--- config.mk ---
export PLATFORM = sky130hd
export DESIGN_NAME = access_delay_timer
export DESIGN_NICKNAME = d
export VERILOG_FILES = /design/src/access_delay_timer.sv
export SDC_FILE = /design/constraint.sdc
export NUM_CORES = 1
export LEC_CHECK = 0
export BUFFER_PORTS_ARGS = -buffer_cell sky130_fd_sc_hd__buf_2
export CAP_MARGIN = 10
export CORE_AREA = 4 4 41 43
export CTS_BUF_LIST = sky130_fd_sc_hd__clkbuf_8
export DETAILED_ROUTE_END_ITERATION = 8
export DIE_AREA = 0 0 45 47
export GPL_ROUTABILITY_DRIVEN = 1
export PLACE_DENSITY = 0.7
export SLEW_MARGIN = 20
export SYNTH_ARGS = -nofsm -noshare
export SYNTH_HDL_FRONTEND = slang
export SYNTH_SLANG_ARGS = --single-unit
--- constraint.sdc ---
create_clock -name clk -period 1.5 [get_ports clk]
set_input_delay 0.15 -clock clk [delete_from_list [all_inputs] [get_ports clk]]
set_output_delay 0.15 -clock clk [all_outputs]
set_load 0.005 [all_outputs]
--- src/access_delay_timer.sv ---
`timescale 1ns/100ps

module access_delay_timer #(
	parameter int DELAY_LOG2 = 3 // latency of 1 to 2**DELAY_LOG2 cycles
) (
	input logic clk,
	input logic rst, // sync, low active
	input logic start, // one cycle, only while idle
	output logic done // one cycle when count runs out
);
	logic [15:0] lfsr; // free-running random source
	logic [DELAY_LOG2-1:0] cnt;
	logic busy;

	// x^16 + x^14 + x^13 + x^11, maximal length
	always_ff @(posedge clk) begin
		if (!rst)
			lfsr <= 16'hace1; // any nonzero seed
		else
			lfsr <= {lfsr[14:0], lfsr[15] ^ lfsr[13] ^ lfsr[12] ^ lfsr[10]};
	end

	assign done = busy && (cnt == '0);

	always_ff @(posedge clk) begin
		if (!rst) begin
			busy <= 1'b0;
			cnt <= '0;
		end else if (start) begin
			busy <= 1'b1;
			cnt <= lfsr[DELAY_LOG2-1:0]; // low bits pick the delay
		end else if (busy) begin
			if (done)
				busy <= 1'b0; // single done pulse
			else
				cnt <= cnt - 1'b1;
		end
	end

	// controller keeps one access in flight
	a_no_restart: assert property (@(posedge clk) disable iff (!rst)
		start |-> !busy);

endmodule

==> flow_metrics.tcl <==
set metrics [dict create \
    grt-ovfl-total 0 \
    synthArstFlopShare_pct 0 \
    io_buffers 3 \
    p_int_mw 0.8547 \
    arrival_ns 1.16 \
    num_antenna_cells 0 \
    pwr-share-clk_pct 36.2 \
    place_congestion 0.6905 \
    insertion_delay_ns 0.25 \
    synth_edf_count 0 \
    rr_endpoint "cnt[0]" \
    switching_share_pct 21.15 \
    synthesis.instances 65 \
    synth_cell_types 22 \
    die_y_um 47 \
    p_comb_share_pct 9.3 \
    cts_tree "done" \
    synth_flop_cell "dfxtp_1" \
    final.min_clock_period_ns 1.311 \
    hp-class "in -> reg" \
    rrSetupSlack_ns 0.30 \
    cts_buffers 3 \
    syn2layout_area_growth_pct 11.13 \
    clockBufferDepth 2 \
    postRouteAntennaNets 0 \
    synth_top_cells_by_count "dfxtp_1 (20), and2_1 (8), nand2b_1 (7)" \
    vias 398 \
    yosysTopAreaCell "dfxtp_1" \
    cts_resized 0 \
    post_drt_wl_per_cell_um 10.26 \
    hold_ws_ns 0.1628 \
    synth_top_area_share_pct 57.45 \
    hold-path-cell-count 2 \
    power_frac_seq_pct 54.5 \
    synth.most_common_cell "dfxtp_1" \
    synth_area_per_cell_um2 10.72 \
    dp_hpwl_um 563.9 \
    powerDensity_nw_per_um2 1400 \
    cts_max_level 1 \
    drt_first_iter_violations 4 \
    setup_violations 0 \
    cp_max_fo 6 \
    cellLeakagePower_nw 0.3404 \
    synth_area_um2 696.9 \
    vdd_drop_max_v 0.0009577 \
    fin_skew_ns 0.0009560 \
    r2r-start "cnt[0]" \
    fp-row-count 13 \
    worst_pin_slew_ns 0.2942 \
    die_area_um2 2115 \
    dr.pass1.iters 2 \
    synth-seq-cells 20 \
    track_usage_pct 11.20 \
    tns_ns 0 \
    grt_pass1_vias 385 \
    grt_first_pass_wirelength_mm 1.635 \
    yosys-top-cells-area "dfxtp_1 (57%), and2_1 (7.2%), nand2b_1 (6.3%), ha_1 (3.6%), xor2_1 (2.5%)" \
    drv_cap 0 \
    start_util_pct 53.56 \
    rsz0062_at_grt "false" \
    clock.fmax_mhz 762.5 \
    power_switching_mw 0.2293 \
    path_clk_slew_ns 0.07 \
    finalCritPeriodShare_pct 87.43 \
    yosysSeqAreaShare_pct 57.45 \
    hold_start "start" \
    start_kind "register" \
    status "complete, no violations" \
    drive_above_1_share_pct 17.14 \
    post_cts_buffers 0 \
    relSlewSlack_pct 80.39 \
    yosysWarningCount 0 \
    drv_slew 0 \
    hold_viol 0 \
    wirelength_um 872 \
    clkSinkCount 20 \
    min_to "cnt[1]" \
    die_w_um 45 \
    root_buffer "clkbuf_8" \
    cts-hold-fix-buffers 0 \
    nets 76 \
    io_pins 4 \
    end_kind "output port" \
    grt_start_max_net_pins 21 \
    crit_type "reg -> out" \
    route.detailed.drc 0 \
    crit_required_ns 1.35 \
    vias_per_cell 4.682 \
    core-area_um2 1301 \
    worst-r2r-cell-count 5 \
    fillers 111 \
    antenna_found_initial 0 \
    syn-num-nets 70 \
]
layout by cell type (no fill, tap or decap):
master / synthesis / routed
a211oi_1: 1 / 1
clkbuf_8: 0 / 4
nand3_1: 1 / 1
dfxtp_1: 20 / 20
ha_1: 2 / 2
and4_1: 1 / 1
and3_1: 1 / 1
and2_1: 8 / 8
inv_2: 2 / 2
o21ai_0: 2 / 2
a21oi_1: 3 / 3
nand2_1: 2 / 2
inv_1: 3 / 3
nand2b_1: 7 / 7
mux2i_1: 1 / 1
nand2b_4: 1 / 1
o41ai_2: 1 / 1
nor2_1: 3 / 3
xnor2_1: 1 / 1
xor2_1: 2 / 2
buf_2: 0 / 3
nor3_2: 1 / 1
power groups by stage:
stage               clock network, mW  logic, mW  registers (mW)
finish                          0.393      0.101           0.591
global placement                    0     0.0996           0.602
detailed placement                  0      0.102           0.602
floorplan                           0     0.0859           0.597
CTS                             0.401      0.103           0.591
global route                    0.423      0.119           0.595
final cells by class:
cell class | instances | area (um^2) | share of cell area [%]
clock buffer | 4 | 55.05 | 7.108
inverter | 5 | 18.77 | 2.423
multi-input combinational | 38 | 266.5 | 34.41
sequential | 20 | 400.4 | 51.70
tap | 15 | 18.77 | 2.423
timing repair buffer | 3 | 15.01 | 1.939
per-layer routing:
layer / share of wire, % / global-route usage (%) / vias to the layer above / wire length (um)
li1: - / - / 216 / -
met1: 53 / 14.39 / 177 / 461
met2: 42 / 15.54 / 3 / 370
met3: 3.3 / 3.448 / 2 / 29
met4: 1.1 / 8.772 / 0 / 10
met5: 0 / 0 / - / 0
worst max-delay path, cell delays in order (launching register included):
cell and delay [ns]:
dfxtp_1 0.35, inv_1 0.07, ha_1 0.24, nand2b_4 0.10
nor2_1 0.04, buf_2 0.11
flip-flops by register name, indices dropped and copies added (netlist names):
| name | flops |
|---|---|
| cnt | 3 |
| lfsr | 16 |
| busy | 1 |
kinds of logic after synthesis:
logic type	count (synthesis)	synth area share (%)
xor+xnor	3	3.771
flops	20	57.45
buf+inv	7	4.309
simple gates	25	22.44
compound gates	7	7.002
mux	1	1.436
fa+ha+maj	2	3.590
worst max path at each step:
stage	slack [ns]	end	start	depth (start not counted)
3_5_place_dp	0.31	cnt[1]	cnt[0]	5
5_1_grt	0.11	done	cnt[0]	5
2_1_floorplan	0.40	cnt[1]	cnt[0]	5
4_1_cts	0.18	done	cnt[0]	5
3_3_place_gp	0.35	cnt[0]	cnt[0]	5
6_report	0.19	done	cnt[0]	5
per-stage QoR:
step                instance area (um^2)  power, mW  std cells  setup WS (ns)  utilization [%]
finish                             774.5      1.084         85         0.1886            59.52
global route                       774.5      1.136         85         0.1098            59.52
CTS                                774.5      1.094         85         0.1782            59.52
detailed placement                 719.4     0.7046         81         0.3088            55.29
global placement                   719.4     0.7020         81         0.3481            55.29
floorplan                          696.9     0.6830         65         0.4043                -
No activity file was read; power rests on OpenSTA's default activity.
