<file path="src/sram_pkg.sv">
package sram_pkg;

	// axi-lite bus widths
	typedef logic [31:0] axi_addr_t; // byte address
	typedef logic [31:0] axi_data_t; // one data word
	typedef logic [3:0] axi_strb_t; // byte lane enables
	typedef logic [1:0] axi_resp_t;

	// response codes
	localparam axi_resp_t RESP_OKAY = 2'b00;
	localparam axi_resp_t RESP_SLVERR = 2'b10; // used for out of range words

	// controller states
	typedef enum logic [2:0] {
		IDLE, // readies high, waiting for an address
		READ_WAIT, // latency countdown for a read
		READ_RESP, // rvalid up until rready
		WRITE_WAIT, // latency countdown for a write
		WRITE_RESP // bvalid up until bready
	} ctrl_state_t;

endpackage
</file>
<file path="src/sram_mem_if.sv">
`timescale 1ns/100ps

// array access path, controller to storage
interface sram_mem_if import sram_pkg::*; #(
	parameter int DEPTH_LOG2 = 8
) ();
	logic en; // one pulse per in-range access
	logic we; // high for write, low for read
	logic [DEPTH_LOG2-1:0] idx; // word index
	axi_data_t wdata;
	axi_strb_t wstrb;
	axi_data_t rdata; // held from cycle after a read strobe

	modport master (
		output en, we, idx, wdata, wstrb,
		input rdata
	);

	modport slave (
		input en, we, idx, wdata, wstrb,
		output rdata
	);

endinterface

</file>
<file path="src/axil_sram_ctrl.sv">
`timescale 1ns/100ps

module axil_sram_ctrl import sram_pkg::*; #(
	parameter int DEPTH_LOG2 = 8
) (
	input logic clk,
	input logic rst, // sync, low active

	input axi_addr_t araddr,
	input logic arvalid,
	output logic arready,

	output axi_data_t rdata,
	output axi_resp_t rresp,
	output logic rvalid,
	input logic rready,

	input axi_addr_t awaddr,
	input logic awvalid,
	output logic awready,

	input axi_data_t wdata,
	input axi_strb_t wstrb,
	input logic wvalid,
	output logic wready,

	output axi_resp_t bresp,
	output logic bvalid,
	input logic bready,

	output logic start, // kicks the latency timer
	input logic done, // latency elapsed
	sram_mem_if.master mem
);
	ctrl_state_t state;
	logic rd_acc; // read handshake this cycle
	logic wr_acc; // aw and w handshake this cycle
	logic ar_oor;
	logic aw_oor;
	logic oor_q; // accepted access hit no word

	// any bit above the word index means no such word
	assign ar_oor = |araddr[$bits(axi_addr_t)-1:DEPTH_LOG2+2];
	assign aw_oor = |awaddr[$bits(axi_addr_t)-1:DEPTH_LOG2+2];

	// single slot, so readies only in idle
	assign arready = (state == IDLE);
	// a pending read holds the write back
	assign awready = (state == IDLE) && !arvalid;
	assign wready = (state == IDLE) && !arvalid;

	assign rd_acc = arvalid && arready;
	assign wr_acc = awvalid && awready && wvalid && wready;

	assign start = rd_acc || wr_acc; // timer runs for errors too

	// strobe the array in the accept cycle, suppressed when out of range
	assign mem.en = (rd_acc && !ar_oor) || (wr_acc && !aw_oor);
	assign mem.we = wr_acc;
	assign mem.idx = rd_acc ? araddr[DEPTH_LOG2+1:2] : awaddr[DEPTH_LOG2+1:2]; // bits 1:0 dropped
	assign mem.wdata = wdata;
	assign mem.wstrb = wstrb;

	always_ff @(posedge clk) begin
		if (!rst) begin
			state <= IDLE;
			rvalid <= 1'b0;
			bvalid <= 1'b0;
		end else begin
			case (state)
				IDLE: begin
					if (rd_acc)
						state <= READ_WAIT; // read wins a tie
					else if (wr_acc)
						state <= WRITE_WAIT;
				end
				READ_WAIT: begin
					if (done) begin
						state <= READ_RESP;
						rvalid <= 1'b1; // one cycle after done
					end
				end
				READ_RESP: begin
					if (rready) begin
						state <= IDLE; // readies back next cycle
						rvalid <= 1'b0;
					end
				end
				WRITE_WAIT: begin
					if (done) begin
						state <= WRITE_RESP;
						bvalid <= 1'b1;
					end
				end
				WRITE_RESP: begin
					if (bready) begin
						state <= IDLE;
						bvalid <= 1'b0;
					end
				end
				default: state <= IDLE;
			endcase
		end
	end

	// response payload
	always_ff @(posedge clk) begin
		if (start)
			oor_q <= rd_acc ? ar_oor : aw_oor;
		if (state == READ_WAIT && done) begin
			rdata <= oor_q ? '0 : mem.rdata; // zero for missing word
			rresp <= oor_q ? RESP_SLVERR : RESP_OKAY;
		end
		if (state == WRITE_WAIT && done)
			bresp <= oor_q ? RESP_SLVERR : RESP_OKAY;
	end

	// only one response channel active at a time
	a_resp_exclusive: assert property (@(posedge clk) disable iff (!rst)
		!(rvalid && bvalid));

	// stalled read response keeps its payload
	a_rdata_hold: assert property (@(posedge clk) disable iff (!rst)
		rvalid && !rready |=> rvalid && $stable(rdata) && $stable(rresp));

	// array strobe is a single pulse, fsm leaves idle behind it
	a_mem_pulse: assert property (@(posedge clk) disable iff (!rst)
		mem.en |=> !mem.en && (state == READ_WAIT || state == WRITE_WAIT));

endmodule

</file>
<file path="src/flat_wrapper.sv">
// flat-port wrapper written by rule: the top's interface ports become plain ports
module axil_sram_ctrl_flat import sram_pkg::*;
#(
	parameter int DEPTH_LOG2 = 8
)
  (clk, rst, araddr, arvalid, arready, rdata, rresp, rvalid, rready, awaddr, awvalid, awready, wdata, wstrb, wvalid, wready, bresp, bvalid, bready, start, done, mem_en, mem_we, mem_idx, mem_wdata, mem_wstrb, mem_rdata);
  sram_mem_if #(.DEPTH_LOG2(DEPTH_LOG2)) mem_i ();
  input logic clk;
  input logic rst;
  input axi_addr_t araddr;
  input logic arvalid;
  output logic arready;
  output axi_data_t rdata;
  output axi_resp_t rresp;
  output logic rvalid;
  input logic rready;
  input axi_addr_t awaddr;
  input logic awvalid;
  output logic awready;
  input axi_data_t wdata;
  input axi_strb_t wstrb;
  input logic wvalid;
  output logic wready;
  output axi_resp_t bresp;
  output logic bvalid;
  input logic bready;
  output logic start;
  input logic done;
  output wire logic [$bits(mem_i.en)-1:0] mem_en;
  output wire logic [$bits(mem_i.we)-1:0] mem_we;
  output wire logic [$bits(mem_i.idx)-1:0] mem_idx;
  output wire logic [$bits(mem_i.wdata)-1:0] mem_wdata;
  output wire logic [$bits(mem_i.wstrb)-1:0] mem_wstrb;
  input wire logic [$bits(mem_i.rdata)-1:0] mem_rdata;
  assign mem_en = mem_i.en;
  assign mem_we = mem_i.we;
  assign mem_idx = mem_i.idx;
  assign mem_wdata = mem_i.wdata;
  assign mem_wstrb = mem_i.wstrb;
  assign mem_i.rdata = mem_rdata;
  axil_sram_ctrl #(.DEPTH_LOG2(DEPTH_LOG2)) u_core (.clk(clk), .rst(rst), .araddr(araddr), .arvalid(arvalid), .arready(arready), .rdata(rdata), .rresp(rresp), .rvalid(rvalid), .rready(rready), .awaddr(awaddr), .awvalid(awvalid), .awready(awready), .wdata(wdata), .wstrb(wstrb), .wvalid(wvalid), .wready(wready), .bresp(bresp), .bvalid(bvalid), .bready(bready), .start(start), .done(done), .mem(mem_i));
endmodule
</file>
<file path="config.mk">
export PLATFORM = sky130hd
export DESIGN_NAME = axil_sram_ctrl_flat
export DESIGN_NICKNAME = d
export VERILOG_FILES = /design/src/sram_pkg.sv /design/src/sram_mem_if.sv /design/src/axil_sram_ctrl.sv /design/src/flat_wrapper.sv
export SDC_FILE = /design/constraint.sdc
export NUM_CORES = 1
export LEC_CHECK = 0
export BUFFER_PORTS_ARGS = -buffer_cell sky130_fd_sc_hd__buf_2
export CAP_MARGIN = 20
export CORE_ASPECT_RATIO = 0.75
export CORE_MARGIN = 5
export CORE_UTILIZATION = 34
export CTS_CLUSTER_DIAMETER = 30
export DETAILED_ROUTE_END_ITERATION = 8
export GPL_TIMING_DRIVEN = 0
export PLACE_DENSITY_LB_ADDON = 0.2
export SETUP_SLACK_MARGIN = 0.2
export SLEW_MARGIN = 0
export SYNTH_ARGS = -nofsm -noshare
export SYNTH_HDL_FRONTEND = slang
export SYNTH_SLANG_ARGS = --single-unit
</file>
<file path="constraint.sdc">
create_clock -name clk -period 3.4 [get_ports clk]
set_input_delay 0.85 -clock clk [delete_from_list [all_inputs] [get_ports clk]]
set_output_delay 0.85 -clock clk [all_outputs]
set_load 0.05 [all_outputs]
</file>
==> summary.md <==
| Metric | Value |
|---|---|
| Drt via density | `4.354` |
| Pwr dens | `approximately 400 nW/um^2` |
| Maximum vdd drop | `0.1627 mV` |
| Initial core utilization | `35.30%` |
| Hold buffer count at CTS | `0` |
| Vias | `1933` |
| Mean area per synthesized cell | `around 12 um^2` |
| HP Start | `u_core.bvalid$_SDFFE_PN0P_` |
| Ys flop type | `edfxtp_1` |
| CTS H-Tree Depth | `2` |
| Hold slack | `0.5028 ns` |
| Most common cell in the netlist | `buf_4` |
| HP Class | `flip-flop to flip-flop` |
| Area leader, netlist | `edfxtp_1` |
| Critical Path Source | `awaddr[14]` |
| FFs w/ async S/R, synth | `0%` |
| Number of setup buffers added after CTS | `0` |
| Chip Height | `77.53 um` |
| Post-synth EDFFs | `35` |
| Worst Setup Start Kind | `input port` |
| WL final | `~6400 um` |
| Largest net degree at the start of global routing | `34` |
| Nets@finish | `506` |
| Clock buffer depth | `2` |
| R2R Path Start | `u_core.state[0]$_SDFFE_PN0P_` |
| Final Max Tran Viols | `0` |
| CTS Root Cell | `clkbuf_8` |
| Kind of critical path | `input port to output port` |
| Final hold violations | `0` |
| Final period util | `about nine tenths` |
| Post-CTS Resized | `0` |
| Post-synth top cells | `buf_4, edfxtp_1, nor2b_1` |
| DRT iter0 DRCs | `between 40 and 50` |
| Final Skew | `0.003955 ns` |
| CTS tree | `built` |
| Slew HR | `39.78%` |
| DP Wirelength | `5512 um` |
| Endpoints failing setup | `0` |
| Area contributors post-synth | `edfxtp_1, buf_4, nor2b_1` |
| IO Port Bufs | `185` |
| GRT overflow | `0` |
| CP Data Required Time | `around 2.6 ns` |
| Number of routed nets with antenna violations | `0` |
| Top-area cell type share of the netlist area | `50.85%` |
| Leakage | `1.534 nW` |
| Global-route wire length before repair | `between 9000 and 10000 um` |
| Die area | `7755 um^2` |
| Fin util | `54.44%` |
| Worst Path Arrival | `about 2.2 ns` |
| CTS sink count | `40` |
| Seq/Total Area, Yosys | `55.69%` |
| CP max FO | `2` |
| Vias in the first global route | `approximately 2100` |
| RSZ-0062 raised after global routing | `false` |
| Die Wd | `~100 um` |
| Inserted Diodes | `0` |
| Max-Cap Viols | `0` |
| I/O pins | `228` |
| Syn Inst Count | `173` |
| Global-route usage over all layers | `15.26%` |
| Status | `completed` |
| Avg WL per Cell | `between 10 and 15 um` |
| Synth-to-Final Area Change | `54.24%` |
| Crit end category | `output port` |
| GP Congestion | `0.9264` |
| Skew-Pair Late Insertion Delay | `~0.28 ns` |
| Register bit count reported by yosys | `40` |
| Synthesis Warnings | `0` |
| TritonCTS buffer count | `5` |
| Synth Cell Area | `2067 um^2` |
| Achievable Freq | `approximately 330 MHz` |
| Initial antenna violation count | `0` |
| Detailed Routing Iterations Pass 1 | `4` |
| Row count | `24` |
| DR DRC count | `0` |
| Clock transition at path regs | `0.07 ns` |
| Fraction of layout cells with a size suffix above 1 | `66.67%` |
| Synth cell types | `30` |
| Worst Tran Pin Value | `around 0.9 ns` |
| Tmin final | `3.062 ns` |
| Core area | `slightly below 6000 um^2` |
## logic make-up after synthesis
family	Yosys count	synth area share, %
flops	40	55.69
compound gates	11	3.753
other cells	1	0.1814
mux	8	4.359
simple gates	67	20.16
buf+inv	46	15.86
## path summary, 6_finish.rpt
kind	to	slack (ns)	cells after the start
max	mem_en	0.34	5
min	u_core.bvalid$_SDFFE_PN0P_	0.50	1
max reg2reg	u_core.rdata[27]$_SDFFCE_PP0P_	1.58	4
min reg2reg	u_core.bvalid$_SDFFE_PN0P_	0.50	1
## worst max-delay path, cell delays in order
cell    delay [ns]
buf_2         0.09
or4_1         0.51
nor4_1        0.34
a21o_1        0.17
buf_2         0.25
## sequential cells by signal, summed over array words and instances (netlist names)
name	flops
u_core.oor_q	1
u_core.rdata	32
u_core.bresp	1
u_core.state	3
u_core.rvalid	1
u_core.bvalid	1
u_core.rresp	1
## cell usage in the layout, fill, tap and decap left out, drive strengths merged
cell      count
mux2          8
clkbuf        8
nor4         10
o21a          2
nor2          8
nand4         2
buf         226
o211ai        1
or3           1
nor3          1
nand3         2
nand3b        1
a21oi         4
nor3b         1
edfxtp       35
a21o          1
o311ai        1
nand2         2
conb          2
clkinv        1
nor2b        34
dfxtp         5
clkinvlp      1
o41ai         1
inv           2
and3          1
nor4b         3
or4           1
o211a         1
## area by class of cell
type                    count  area, um^2
fillers                   533        2668
flip-flops and latches     40        1151
repair buffers            185       925.9
multi-input cells          88       604.3
plain buffers              44       320.3
well taps                  78       97.59
clock buffers               5       68.82
clock inverters             2       12.51
inverters                   2       7.507
## metal layers
| layer | GRT usage [%] | share of wire [%] |
|---|---|---|
| met5 | 0 | 0 |
| met2 | 26.17 | 49 |
| met1 | 19.01 | 40 |
| met4 | 3.499 | 0.75 |
| met3 | 4.570 | 11 |
## where the power goes
group | total [W] | switching, W | internal, W
combinational | 0.000441 | 0.000300 | 0.000142
sequential | 0.000559 | 0.00000539 | 0.000554
clock | 0.000291 | 0.000152 | 0.000139
## through the flow
| stage | cells | worst slack (ns) | power [W] | instance area [um^2] | setup TNS (ns) |
|---|---|---|---|---|---|
| 2_1_floorplan | 174 | 0.4740 | 0.0008908 | 2076 | 0 |
| 3_3_place_gp | 437 | -0.05272 | 0.001011 | 3099 | -1.687 |
| 3_5_place_dp | 437 | 0.3191 | 0.001013 | 3107 | 0 |
| 4_1_cts | 444 | 0.3218 | 0.001303 | 3188 | 0 |
| 5_1_grt | 444 | 0.2344 | 0.001350 | 3188 | 0 |
| 6_report | 444 | 0.3381 | 0.001291 | 3188 | 0 |
(Power assumes the default switching activity.)
